File: config.mk
export PLATFORM = sky130hd
export DESIGN_NAME = fft_dit_top
export DESIGN_NICKNAME = d
export VERILOG_FILES = /design/src/rtl/fft_pkg.sv /design/src/rtl/fft_butterfly.sv /design/src/rtl/fft_ctrl.sv /design/src/rtl/fft_dit_top.sv /design/src/rtl/fft_input_buffer.sv /design/src/rtl/fft_output_buffer.sv /design/src/rtl/fft_stage_counter.sv /design/src/rtl/fft_work_ram.sv
export VERILOG_INCLUDE_DIRS = /design/src
export SDC_FILE = /design/constraint.sdc
export NUM_CORES = 2
export LEC_CHECK = 0
export BUFFER_PORTS_ARGS = -buffer_cell sky130_fd_sc_hd__buf_4
export CAP_MARGIN = 0
export CELL_PAD_IN_SITES_DETAIL_PLACEMENT = 1
export CELL_PAD_IN_SITES_GLOBAL_PLACEMENT = 1
export CORE_ASPECT_RATIO = 0.5
export CORE_MARGIN = 2
export CORE_UTILIZATION = 40
export CTS_CLUSTER_DIAMETER = 150
export DETAILED_ROUTE_END_ITERATION = 10
export GPL_ROUTABILITY_DRIVEN = 0
export PLACE_DENSITY = 0.64
export SYNTH_ARGS = -nofsm -noshare
export SYNTH_HDL_FRONTEND = slang
export SYNTH_SLANG_ARGS = --single-unit
File: constraint.sdc
create_clock -name clk -period 7 [get_ports clk]
set_input_delay 1.4 -clock clk [delete_from_list [all_inputs] [get_ports clk]]
set_output_delay 1.4 -clock clk [all_outputs]
set_load 0.01 [all_outputs]
File: src/fft_cfg.svh
// Size, width and timing constants for the 16-point DIT FFT.
// Included by every RTL file before the package is referenced.
`ifndef FFT_CFG_SVH
`define FFT_CFG_SVH

// Frame length and its base two log.
`define FFT_N 16
`define FFT_NLOG2 4

// Bits in each real or imaginary part.
`define FFT_X_WIDTH 12

// Twiddle fraction bits, so 1.0 is 1024.
`define FFT_TF_FRAC 10

// Cycles from issue to y_valid in the butterfly.
`define FFT_BF_LATENCY 3

`endif

File: src/rtl/fft_pkg.sv
// Shared types and the twiddle table of the 16-point DIT FFT.
// RTL and testbench refer to these items as fft_pkg::name.
`default_nettype none
`include "fft_cfg.svh"

package fft_pkg;

   // Complex sample with the real part in the low half.
   typedef struct packed {
      logic signed [`FFT_X_WIDTH-1:0] im;
      logic signed [`FFT_X_WIDTH-1:0] re;
   } sample_t;

   // Sample index within a frame.
   typedef logic [`FFT_NLOG2-1:0] addr_t;

   // Twiddle index, one bit narrower than a sample index.
   typedef logic [`FFT_NLOG2-2:0] tf_addr_t;

   // Frame sequencer states.
   typedef enum logic [1:0] {
      IDLE,
      STAGE,
      DRAIN,
      WAIT_OUT
   } ctrl_state_t;

   // Entry k is cos(2*pi*k/16) and -sin(2*pi*k/16), scaled by 1024.
   localparam sample_t TWIDDLE [8] = '{
      '{re:  1024, im:     0},
      '{re:   946, im:  -392},
      '{re:   724, im:  -724},
      '{re:   392, im:  -946},
      '{re:     0, im: -1024},
      '{re:  -392, im:  -946},
      '{re:  -724, im:  -724},
      '{re:  -946, im:  -392}
   };

endpackage

`default_nettype wire

File: src/rtl/fft_butterfly.sv
// Pipelined radix-2 butterfly with twiddle multiply and halving.
// Write tags ride along with the data and come out FFT_BF_LATENCY cycles later.
`timescale 1ns/1ps
`default_nettype none
`include "fft_cfg.svh"

module fft_butterfly (
   input  logic             clk,
   input  logic             rst_n,
   input  logic             issue,
   input  fft_pkg::sample_t a,
   input  fft_pkg::sample_t b,
   input  fft_pkg::sample_t w,
   input  fft_pkg::addr_t   tag_out0,
   input  fft_pkg::addr_t   tag_out1,
   input  logic             tag_last,
   input  logic             tag_bank,
   output logic             y_valid,
   output fft_pkg::sample_t y0,
   output fft_pkg::sample_t y1,
   output fft_pkg::addr_t   y_out0,
   output fft_pkg::addr_t   y_out1,
   output logic             y_last,
   output logic             y_bank
);

   localparam int PW = 2 * `FFT_X_WIDTH + 1;
   localparam int SW = PW + 1;
   localparam int TW = 2 * `FFT_NLOG2 + 2;

   logic                 v1, v2;
   logic [TW-1:0]        tag1, tag2;
   fft_pkg::sample_t     a1, b1, w1, a2;
   logic signed [PW-1:0] prod_re, prod_im, p2_re, p2_im;
   logic signed [SW-1:0] sum_re, sum_im, dif_re, dif_im;

   // Valid is the only control bit in the pipe.
   always_ff @(posedge clk or negedge rst_n)
   begin
      if (!rst_n)
      begin
         v1      <= 1'b0;
         v2      <= 1'b0;
         y_valid <= 1'b0;
      end
      else
      begin
         v1      <= issue;
         v2      <= v1;
         y_valid <= v2;
      end
   end

   // Twiddle times b at full width.
   always_comb
   begin
      prod_re = PW'(w1.re) * PW'(b1.re) - PW'(w1.im) * PW'(b1.im);
      prod_im = PW'(w1.re) * PW'(b1.im) + PW'(w1.im) * PW'(b1.re);
      sum_re  = SW'(a2.re) + SW'(p2_re);
      sum_im  = SW'(a2.im) + SW'(p2_im);
      dif_re  = SW'(a2.re) - SW'(p2_re);
      dif_im  = SW'(a2.im) - SW'(p2_im);
   end

   always_ff @(posedge clk)
   begin
      // Stage 1 registers the operands and tags.
      a1   <= a;
      b1   <= b;
      w1   <= w;
      tag1 <= {tag_out0, tag_out1, tag_last, tag_bank};
      // Stage 2 drops the twiddle fraction bits.
      a2    <= a1;
      p2_re <= prod_re >>> `FFT_TF_FRAC;
      p2_im <= prod_im >>> `FFT_TF_FRAC;
      tag2  <= tag1;
      // Stage 3 halves and truncates both results.
      y0.re <= sum_re[`FFT_X_WIDTH:1];
      y0.im <= sum_im[`FFT_X_WIDTH:1];
      y1.re <= dif_re[`FFT_X_WIDTH:1];
      y1.im <= dif_im[`FFT_X_WIDTH:1];
      {y_out0, y_out1, y_last, y_bank} <= tag2;
   end

endmodule

`default_nettype wire

File: src/rtl/fft_ctrl.sv
// Frame sequencer of the FFT.
// Runs each stage as 8 issue cycles plus a drain, then hands off to the output.
`timescale 1ns/1ps
`default_nettype none
`include "fft_cfg.svh"

module fft_ctrl (
   input  logic clk,
   input  logic rst_n,
   input  logic in_full,
   input  logic stage_done,
   input  logic drain_done,
   input  logic first_stage,
   input  logic last_stage,
   input  logic out_busy,
   output logic start_frame,
   output logic step,
   output logic issue,
   output logic start_drain,
   output logic in_release,
   output logic out_load
);

   fft_pkg::ctrl_state_t state;
   // Stage flags captured at the last issue, since the counter moves on.
   logic drain_first;
   logic drain_last;

   always_ff @(posedge clk or negedge rst_n)
   begin
      if (!rst_n)
      begin
         state       <= fft_pkg::IDLE;
         drain_first <= 1'b0;
         drain_last  <= 1'b0;
      end
      else
      begin
         case (state)
            fft_pkg::IDLE:
               if (in_full)
                  state <= fft_pkg::STAGE;
            fft_pkg::STAGE:
               if (stage_done)
               begin
                  state       <= fft_pkg::DRAIN;
                  drain_first <= first_stage;
                  drain_last  <= last_stage;
               end
            fft_pkg::DRAIN:
               if (drain_done)
               begin
                  if (drain_last)
                     state <= fft_pkg::IDLE;
                  // Last stage writes the output buffer, so it must be idle.
                  else if (last_stage && out_busy)
                     state <= fft_pkg::WAIT_OUT;
                  else
                     state <= fft_pkg::STAGE;
               end
            fft_pkg::WAIT_OUT:
               if (!out_busy)
                  state <= fft_pkg::STAGE;
            default:
               state <= fft_pkg::IDLE;
         endcase
      end
   end

   assign start_frame = (state == fft_pkg::IDLE) && in_full;
   // One butterfly per cycle throughout a stage.
   assign issue       = (state == fft_pkg::STAGE);
   assign step        = issue;
   assign start_drain = issue && stage_done;
   assign in_release  = (state == fft_pkg::DRAIN) && drain_done && drain_first;
   assign out_load    = (state == fft_pkg::DRAIN) && drain_done && drain_last;

endmodule

`default_nettype wire

File: src/rtl/fft_dit_top.sv
// Top level of the 16-point radix-2 DIT FFT, output scaled down by N.
// Takes samples on in_nd and streams 16 bins with out_nd.
`timescale 1ns/1ps
`default_nettype none
`include "fft_cfg.svh"

module fft_dit_top (
   input  logic             clk,
   input  logic             rst_n,
   input  fft_pkg::sample_t in_x,
   input  logic             in_nd,
   output fft_pkg::sample_t out_x,
   output logic             out_nd,
   output logic             overflow
);

   fft_pkg::addr_t    in0_addr, in1_addr, out0_addr, out1_addr;
   fft_pkg::tf_addr_t tf_addr;
   fft_pkg::sample_t  ib_rd0, ib_rd1, wr_rd0, wr_rd1, bf_a, bf_b, bf_w, y0, y1;
   fft_pkg::addr_t    y_out0, y_out1;
   logic in_full, in_release, start_frame, step, issue, start_drain, out_load;
   logic first_stage, last_stage, stage_done, drain_done, read_bank, out_busy;
   logic y_valid, y_last, y_bank;

   // Stage 0 reads the input buffer, later stages the work RAM.
   assign bf_a = first_stage ? ib_rd0 : wr_rd0;
   assign bf_b = first_stage ? ib_rd1 : wr_rd1;
   assign bf_w = fft_pkg::TWIDDLE[tf_addr];

   fft_input_buffer u_in_buf (
      .clk, .rst_n, .in_x, .in_nd, .in_release,
      .rd_addr0 (in0_addr), .rd_addr1 (in1_addr),
      .in_full, .overflow, .rd_data0 (ib_rd0), .rd_data1 (ib_rd1)
   );

   fft_stage_counter u_cnt (
      .clk, .rst_n, .start_frame, .step, .start_drain,
      .in0_addr, .in1_addr, .out0_addr, .out1_addr, .tf_addr,
      .first_stage, .last_stage, .stage_done, .drain_done, .read_bank
   );

   fft_ctrl u_ctrl (
      .clk, .rst_n, .in_full, .stage_done, .drain_done, .first_stage,
      .last_stage, .out_busy, .start_frame, .step, .issue, .start_drain,
      .in_release, .out_load
   );

   // Results go to the bank not being read.
   fft_butterfly u_bf (
      .clk, .rst_n, .issue, .a (bf_a), .b (bf_b), .w (bf_w),
      .tag_out0 (out0_addr), .tag_out1 (out1_addr), .tag_last (last_stage),
      .tag_bank (~read_bank), .y_valid, .y0, .y1, .y_out0, .y_out1, .y_last, .y_bank
   );

   fft_work_ram u_work (
      .clk, .wr_en (y_valid && !y_last), .wr_bank (y_bank),
      .wr_addr0 (y_out0), .wr_addr1 (y_out1), .wr_data0 (y0), .wr_data1 (y1),
      .rd_bank (read_bank), .rd_addr0 (in0_addr), .rd_addr1 (in1_addr),
      .rd_data0 (wr_rd0), .rd_data1 (wr_rd1)
   );

   fft_output_buffer u_out (
      .clk, .rst_n, .wr_en (y_valid && y_last), .wr_addr0 (y_out0), .wr_addr1 (y_out1),
      .wr_data0 (y0), .wr_data1 (y1), .out_load, .out_busy, .out_x, .out_nd
   );

endmodule

`default_nettype wire

File: src/rtl/fft_input_buffer.sv
// Input frame buffer, filled one sample per in_nd strobe.
// Holds the frame for the first FFT stage until in_release frees it.
`timescale 1ns/1ps
`default_nettype none
`include "fft_cfg.svh"

module fft_input_buffer (
   input  logic             clk,
   input  logic             rst_n,
   input  fft_pkg::sample_t in_x,
   input  logic             in_nd,
   input  logic             in_release,
   input  fft_pkg::addr_t   rd_addr0,
   input  fft_pkg::addr_t   rd_addr1,
   output logic             in_full,
   output logic             overflow,
   output fft_pkg::sample_t rd_data0,
   output fft_pkg::sample_t rd_data1
);

   fft_pkg::sample_t mem [`FFT_N];
   fft_pkg::addr_t   wr_ptr;
   logic             accept;

   // Samples are stored only while the frame is still filling.
   assign accept = in_nd && !in_full;

   always_ff @(posedge clk or negedge rst_n)
   begin
      if (!rst_n)
      begin
         wr_ptr   <= '0;
         in_full  <= 1'b0;
         overflow <= 1'b0;
      end
      else
      begin
         if (accept)
            wr_ptr <= wr_ptr + 1'b1;
         // Full once the pointer wraps, free again after stage 0.
         if (accept && (&wr_ptr))
            in_full <= 1'b1;
         else if (in_release)
            in_full <= 1'b0;
         // Sticky until reset.
         if (in_nd && in_full)
            overflow <= 1'b1;
      end
   end

   always_ff @(posedge clk)
   begin
      if (accept)
         mem[wr_ptr] <= in_x;
   end

   // Two reads for the first stage butterflies.
   assign rd_data0 = mem[rd_addr0];
   assign rd_data1 = mem[rd_addr1];

endmodule

`default_nettype wire

File: src/rtl/fft_output_buffer.sv
// Output frame buffer of the FFT.
// Collects last-stage results and streams bins 0 to 15 on consecutive cycles.
`timescale 1ns/1ps
`default_nettype none
`include "fft_cfg.svh"

module fft_output_buffer (
   input  logic             clk,
   input  logic             rst_n,
   input  logic             wr_en,
   input  fft_pkg::addr_t   wr_addr0,
   input  fft_pkg::addr_t   wr_addr1,
   input  fft_pkg::sample_t wr_data0,
   input  fft_pkg::sample_t wr_data1,
   input  logic             out_load,
   output logic             out_busy,
   output fft_pkg::sample_t out_x,
   output logic             out_nd
);

   fft_pkg::sample_t mem [`FFT_N];
   fft_pkg::addr_t   rd_ptr;
   logic             streaming;

   always_ff @(posedge clk)
   begin
      if (wr_en)
      begin
         mem[wr_addr0] <= wr_data0;
         mem[wr_addr1] <= wr_data1;
      end
   end

   // Stream starts the cycle after out_load and runs one whole frame.
   always_ff @(posedge clk or negedge rst_n)
   begin
      if (!rst_n)
      begin
         streaming <= 1'b0;
         rd_ptr    <= '0;
      end
      else if (out_load)
      begin
         streaming <= 1'b1;
         rd_ptr    <= '0;
      end
      else if (streaming)
      begin
         rd_ptr <= rd_ptr + 1'b1;
         if (&rd_ptr)
            streaming <= 1'b0;
      end
   end

   assign out_x    = mem[rd_ptr];
   assign out_nd   = streaming;
   // Busy guards the buffer against the next last stage.
   assign out_busy = streaming;

endmodule

`default_nettype wire

File: src/rtl/fft_stage_counter.sv
// Butterfly address generator and drain timer of the FFT.
// Steps once per issued butterfly and derives read, write and twiddle addresses.
`timescale 1ns/1ps
`default_nettype none
`include "fft_cfg.svh"

module fft_stage_counter (
   input  logic              clk,
   input  logic              rst_n,
   input  logic              start_frame,
   input  logic              step,
   input  logic              start_drain,
   output fft_pkg::addr_t    in0_addr,
   output fft_pkg::addr_t    in1_addr,
   output fft_pkg::addr_t    out0_addr,
   output fft_pkg::addr_t    out1_addr,
   output fft_pkg::tf_addr_t tf_addr,
   output logic              first_stage,
   output logic              last_stage,
   output logic              stage_done,
   output logic              drain_done,
   output logic              read_bank
);

   localparam int DW = $clog2(`FFT_BF_LATENCY + 1);

   // Number of interleaved series in the stage being written.
   fft_pkg::addr_t s;
   // Ones on the bits of out0_addr that pick the series.
   fft_pkg::addr_t series_mask;
   logic [DW-1:0]  drain_cnt;
   logic           drain_active;

   always_ff @(posedge clk or negedge rst_n)
   begin
      if (!rst_n)
      begin
         out0_addr   <= '0;
         s           <= fft_pkg::addr_t'(`FFT_N / 2);
         series_mask <= fft_pkg::addr_t'(`FFT_N / 2 - 1);
         read_bank   <= 1'b0;
      end
      else if (start_frame)
      begin
         // A new frame starts again at stage 0.
         out0_addr   <= '0;
         s           <= fft_pkg::addr_t'(`FFT_N / 2);
         series_mask <= fft_pkg::addr_t'(`FFT_N / 2 - 1);
         read_bank   <= 1'b0;
      end
      else if (step)
      begin
         if (stage_done)
         begin
            // Next stage has half as many series.
            out0_addr   <= '0;
            s           <= s >> 1;
            series_mask <= series_mask >> 1;
            read_bank   <= ~read_bank;
         end
         else
            out0_addr <= out0_addr + 1'b1;
      end
   end

   // Series bits stay in place while the k*S bits shift left one place.
   assign in0_addr  = (out0_addr & series_mask) | ((out0_addr & ~series_mask) << 1);
   assign in1_addr  = in0_addr + s;
   // Setting the top bit adds half a frame.
   assign out1_addr = {1'b1, out0_addr[`FFT_NLOG2-2:0]};
   assign tf_addr   = out0_addr[`FFT_NLOG2-2:0] & ~series_mask[`FFT_NLOG2-2:0];

   assign first_stage = (s == fft_pkg::addr_t'(`FFT_N / 2));
   assign last_stage  = (s == fft_pkg::addr_t'(1));
   assign stage_done  = &out1_addr;

   // Counts the butterfly latency after the last issue of a stage.
   always_ff @(posedge clk or negedge rst_n)
   begin
      if (!rst_n)
      begin
         drain_active <= 1'b0;
         drain_cnt    <= '0;
      end
      else if (start_drain)
      begin
         drain_active <= 1'b1;
         drain_cnt    <= DW'(`FFT_BF_LATENCY - 1);
      end
      else if (drain_active)
      begin
         if (drain_cnt == '0)
            drain_active <= 1'b0;
         else
            drain_cnt <= drain_cnt - 1'b1;
      end
   end

   assign drain_done = drain_active && (drain_cnt == '0);

endmodule

`default_nettype wire

File: src/rtl/fft_work_ram.sv
// X/Y ping-pong working memory between FFT stages.
// One bank takes both butterfly results per cycle while the other is read.
`timescale 1ns/1ps
`default_nettype none
`include "fft_cfg.svh"

module fft_work_ram (
   input  logic             clk,
   input  logic             wr_en,
   input  logic             wr_bank,
   input  fft_pkg::addr_t   wr_addr0,
   input  fft_pkg::addr_t   wr_addr1,
   input  fft_pkg::sample_t wr_data0,
   input  fft_pkg::sample_t wr_data1,
   input  logic             rd_bank,
   input  fft_pkg::addr_t   rd_addr0,
   input  fft_pkg::addr_t   rd_addr1,
   output fft_pkg::sample_t rd_data0,
   output fft_pkg::sample_t rd_data1
);

   // Bank 0 is X, bank 1 is Y.
   fft_pkg::sample_t mem [2][`FFT_N];

   // The two addresses of one butterfly never collide.
   always_ff @(posedge clk)
   begin
      if (wr_en)
      begin
         mem[wr_bank][wr_addr0] <= wr_data0;
         mem[wr_bank][wr_addr1] <= wr_data1;
      end
   end

   // Asynchronous reads for the butterfly inputs.
   assign rd_data0 = mem[rd_bank][rd_addr0];
   assign rd_data1 = mem[rd_bank][rd_addr1];

endmodule

`default_nettype wire
==> flow_summary_export.csv <==
group,metric,value,unit
run_status,status,"finished, final reports clean",
timing,hold_violations,0,
routing,firstDrtPassIters,6,
final_layout,nNetsFinal,7629,
setup_path,critPathLaunchType,"register",
timing,worst_slew_margin_rel,8.71,%
place,portBuffers,52,
hold_path,hold_class,"reg2reg",
timing,fin_setup_tns,0,ns
yosys,syn_area,96900,µm²
floorplan,fp.dieW,700,µm
clocking,clock-sinks,1749,
yosys,synth_edf_count,1536,
clocking,htreeDepth,4,
clocking,clk_latency,0.86,ns
routing,wl,308,mm
floorplan,start_util,40.3,%
setup_path,reg2reg_depth,22,
timing,worstMarginPinSlew,1.37,ns
grt,antenna_found_initial,9,
hold_path,whs_endpoint,"u_bf.a2[2]",
timing,rsz0062_at_grt,"false",
yosys,ys_warn_count,0,
yosys,syn_area_per_cell,14.3,µm²
clocking,clockBufferDepth,4,
setup_path,rr_startpoint,"u_bf.b1[15]",
clocking,root_buffer,"clkbuf_16",
grt,grt_use_total,25.0,%
run,cap_violations,0,
clocking,cts-buffers-inserted,175,
routing,wl_per_cell,30.2,µm
timing,skew,0.0921,ns
final_layout,final_common_cell,"edfxtp_1",
floorplan,core,240000,µm²
routing,via_per_inst,5.76,
timing,final_max_slew_viol_count,0,
clocking,clk_pin_slew,0.07,ns
grt,grt_pass1_wl,447,mm
clocking,cts-resized-gates,0,
setup_path,crit_arrival,7.36,ns
grt,first_global_vias,61735,
floorplan,io_pins,53,
timing,period_needed,6.71,ns
timing,fmax,149,MHz
setup_path,cp_slowest_cell,"fa_1",
final_layout,layout-drive-gt1-share,22.8,%
setup_path,path_cells,"buf_4 -> and2_1 -> fa_1 -> buf_4 -> fa_1 -> inv_1 -> fa_1 -> fa_1 -> fa_1 -> fa_1 -> inv_1 -> fa_1 -> inv_1 -> ha_1 -> and3_1 -> nand3_1 -> nor2_1 -> a31oi_1 -> a31oi_1 -> a21o_1 -> a21oi_1 -> xnor2_1",
yosys,async_flop_share,1.83,%
yosys,synthCells,6776,
setup_path,rrSetupSlack,0.29,ns
yosys,ys.flop_type,"edfxtp_1",
setup_path,worst-path-max-fanout,13,
floorplan,die_area,247000,µm²
routing,drt.antenna.violating_nets,0,
yosys,ys_types,65,
final_layout,area.growth.synth_to_final,10.9,%
timing,setup_viol,0,
grt,grt_max_degree,125,
grt,grt_overflow_total,0,
setup_path,worst_r2r_endpoint,"u_bf.p2_re[12]",
yosys,synth_seq_area_share,52.2,%
routing,num_vias,58617,
final_layout,most-common-layout-cells,"edfxtp_1 (1536), nand2_1 (914), inv_1 (684)",
hold_path,hold_path_depth,0,
hold_path,min_from,"u_bf.a1[2]",
routing,drt_iter0_markers,5921,
timing,period_share,95.9,%
setup_path,critPathKind,"reg2reg",
routing,route.detailed.drc,0,
clocking,cts_tree,"yes",
yosys,ys_ff_latch,1749,
setup_path,cp_data_required_time,7.65,ns
floorplan,die_y,352,µm
place,hpwl,201,mm
setup_path,max_stage_delay,0.60,ns
setup_path,cpMostUsedCell,"fa_1",
floorplan,row_count,127,
yosys,synthesis.nets,7590,
setup_path,crit_path_end_kind,"register",
clocking,holdBufCountCts,0,
clocking,post_cts_buffers,0,
-- worst max-delay path, delay by kind of cell, from the launching register on --
| family | cells | cell delay [ns] |
|---|---|---|
| adder cells (fa/ha/maj) | 8 | 3.82 |
| AO/OA/AOI/OAI | 4 | 0.88 |
| buffers and inverters | 5 | 0.66 |
| XOR/XNOR | 1 | 0.10 |
| AND/OR/NAND/NOR | 4 | 0.57 |
| flip-flops | 1 | 0.47 |
-- sequential cells by signal, indices dropped and copies added (netlist names), 4 cells and up --
signal / cells
u_work.mem: 768
u_in_buf.mem: 384
u_out.mem: 384
u_bf.a1: 24
u_bf.a2: 24
u_bf.b1: 24
u_bf.y0: 24
u_bf.y1: 24
u_bf.w1: 17
u_bf.p2_im: 13
u_bf.p2_re: 13
u_bf.tag1: 6
u_bf.tag2: 6
u_bf.y_out0: 4
u_cnt.out0_addr: 4
u_in_buf.wr_ptr: 4
u_out.rd_ptr: 4
-- cell type report --
class,count,area [µm²]
antenna,4,10.0
clock buffer,226,4700
inverter,689,2600
clock inverter,82,641
sequential,1749,50600
fill,24023,133000
timing repair buffer,285,2380
multi-input combinational,3915,42600
tap,3225,4040
-- cell families (layout without fill, tap and decap cells) --
kind of cell    after synthesis  after routing  share of synthesized area [%]
other cells                   0              4                              0
flops                      1749           1749                           52.2
mux                         994            994                           17.9
simple gates               1604           1604                           7.37
xor+xnor                    131            131                           1.21
buf+inv                    1112           1282                           4.43
fa+ha+maj                   787            787                           14.3
compound gates              399            399                           2.61
-- how the worst max path moves through the flow --
stage           startpoint        endpoint  cells past startpoint  slack (ns)
3_3_place_gp    u_bf.w1[9]  u_bf.p2_re[12]                     23        0.33
2_1_floorplan  u_bf.w1[22]  u_bf.p2_im[12]                     21        0.66
4_1_cts         u_bf.w1[9]  u_bf.p2_re[12]                     21        0.15
6_report       u_bf.b1[15]  u_bf.p2_re[12]                     22        0.29
5_1_grt         u_bf.b1[3]  u_bf.p2_re[12]                     23        0.01
3_5_place_dp    u_bf.w1[9]  u_bf.p2_re[12]                     21        0.20
-- layer usage --
metal / up-vias / GRT usage (%) / wire length (µm)
met5: - / 0 / 51
met1: 31657 / 36.6 / 135000
met4: 8 / 6.44 / 8580
met3: 398 / 4.31 / 23900
met2: 2219 / 38.8 / 140000
li1: 24335 / - / -
-- cell usage after synthesis (33+ instances only) --
library cell	count	area, µm²
ha_1	251	3140
nand2_1	919	3450
clkbuf_1	320	1200
nor2_1	139	522
buf_1	40	150
and2_1	231	1450
mux4_2	551	12400
a21oi_1	101	505
buf_2	48	240
xor2_1	34	298
edfxtp_1	1536	46100
nand3_1	205	1030
o22ai_1	33	206
fa_1	536	10700
o21ai_1	39	195
inv_1	688	2580
mux2_2	417	4700
xnor2_1	95	832
dfxtp_1	181	3620
o21ai_0	52	260
-- per-stage QoR --
step	setup WS, ns	cell area (µm²)	hold slack (ns)	utilization [%]	std cells
final	0.286	107000	0.326	44.7	10175
after global routing	0.0149	107000	0.333	44.7	10171
after CTS	0.147	107000	0.326	44.7	10171
after detailed placement	0.203	102000	0.313	42.5	9863
after global placement	0.328	102000	0.310	42.5	9863
after floorplan	0.658	96900	0.310	-	6776
Power is not shown: default switching activity piles up to over one toggle a cycle in this logic, so the estimate is an artifact.
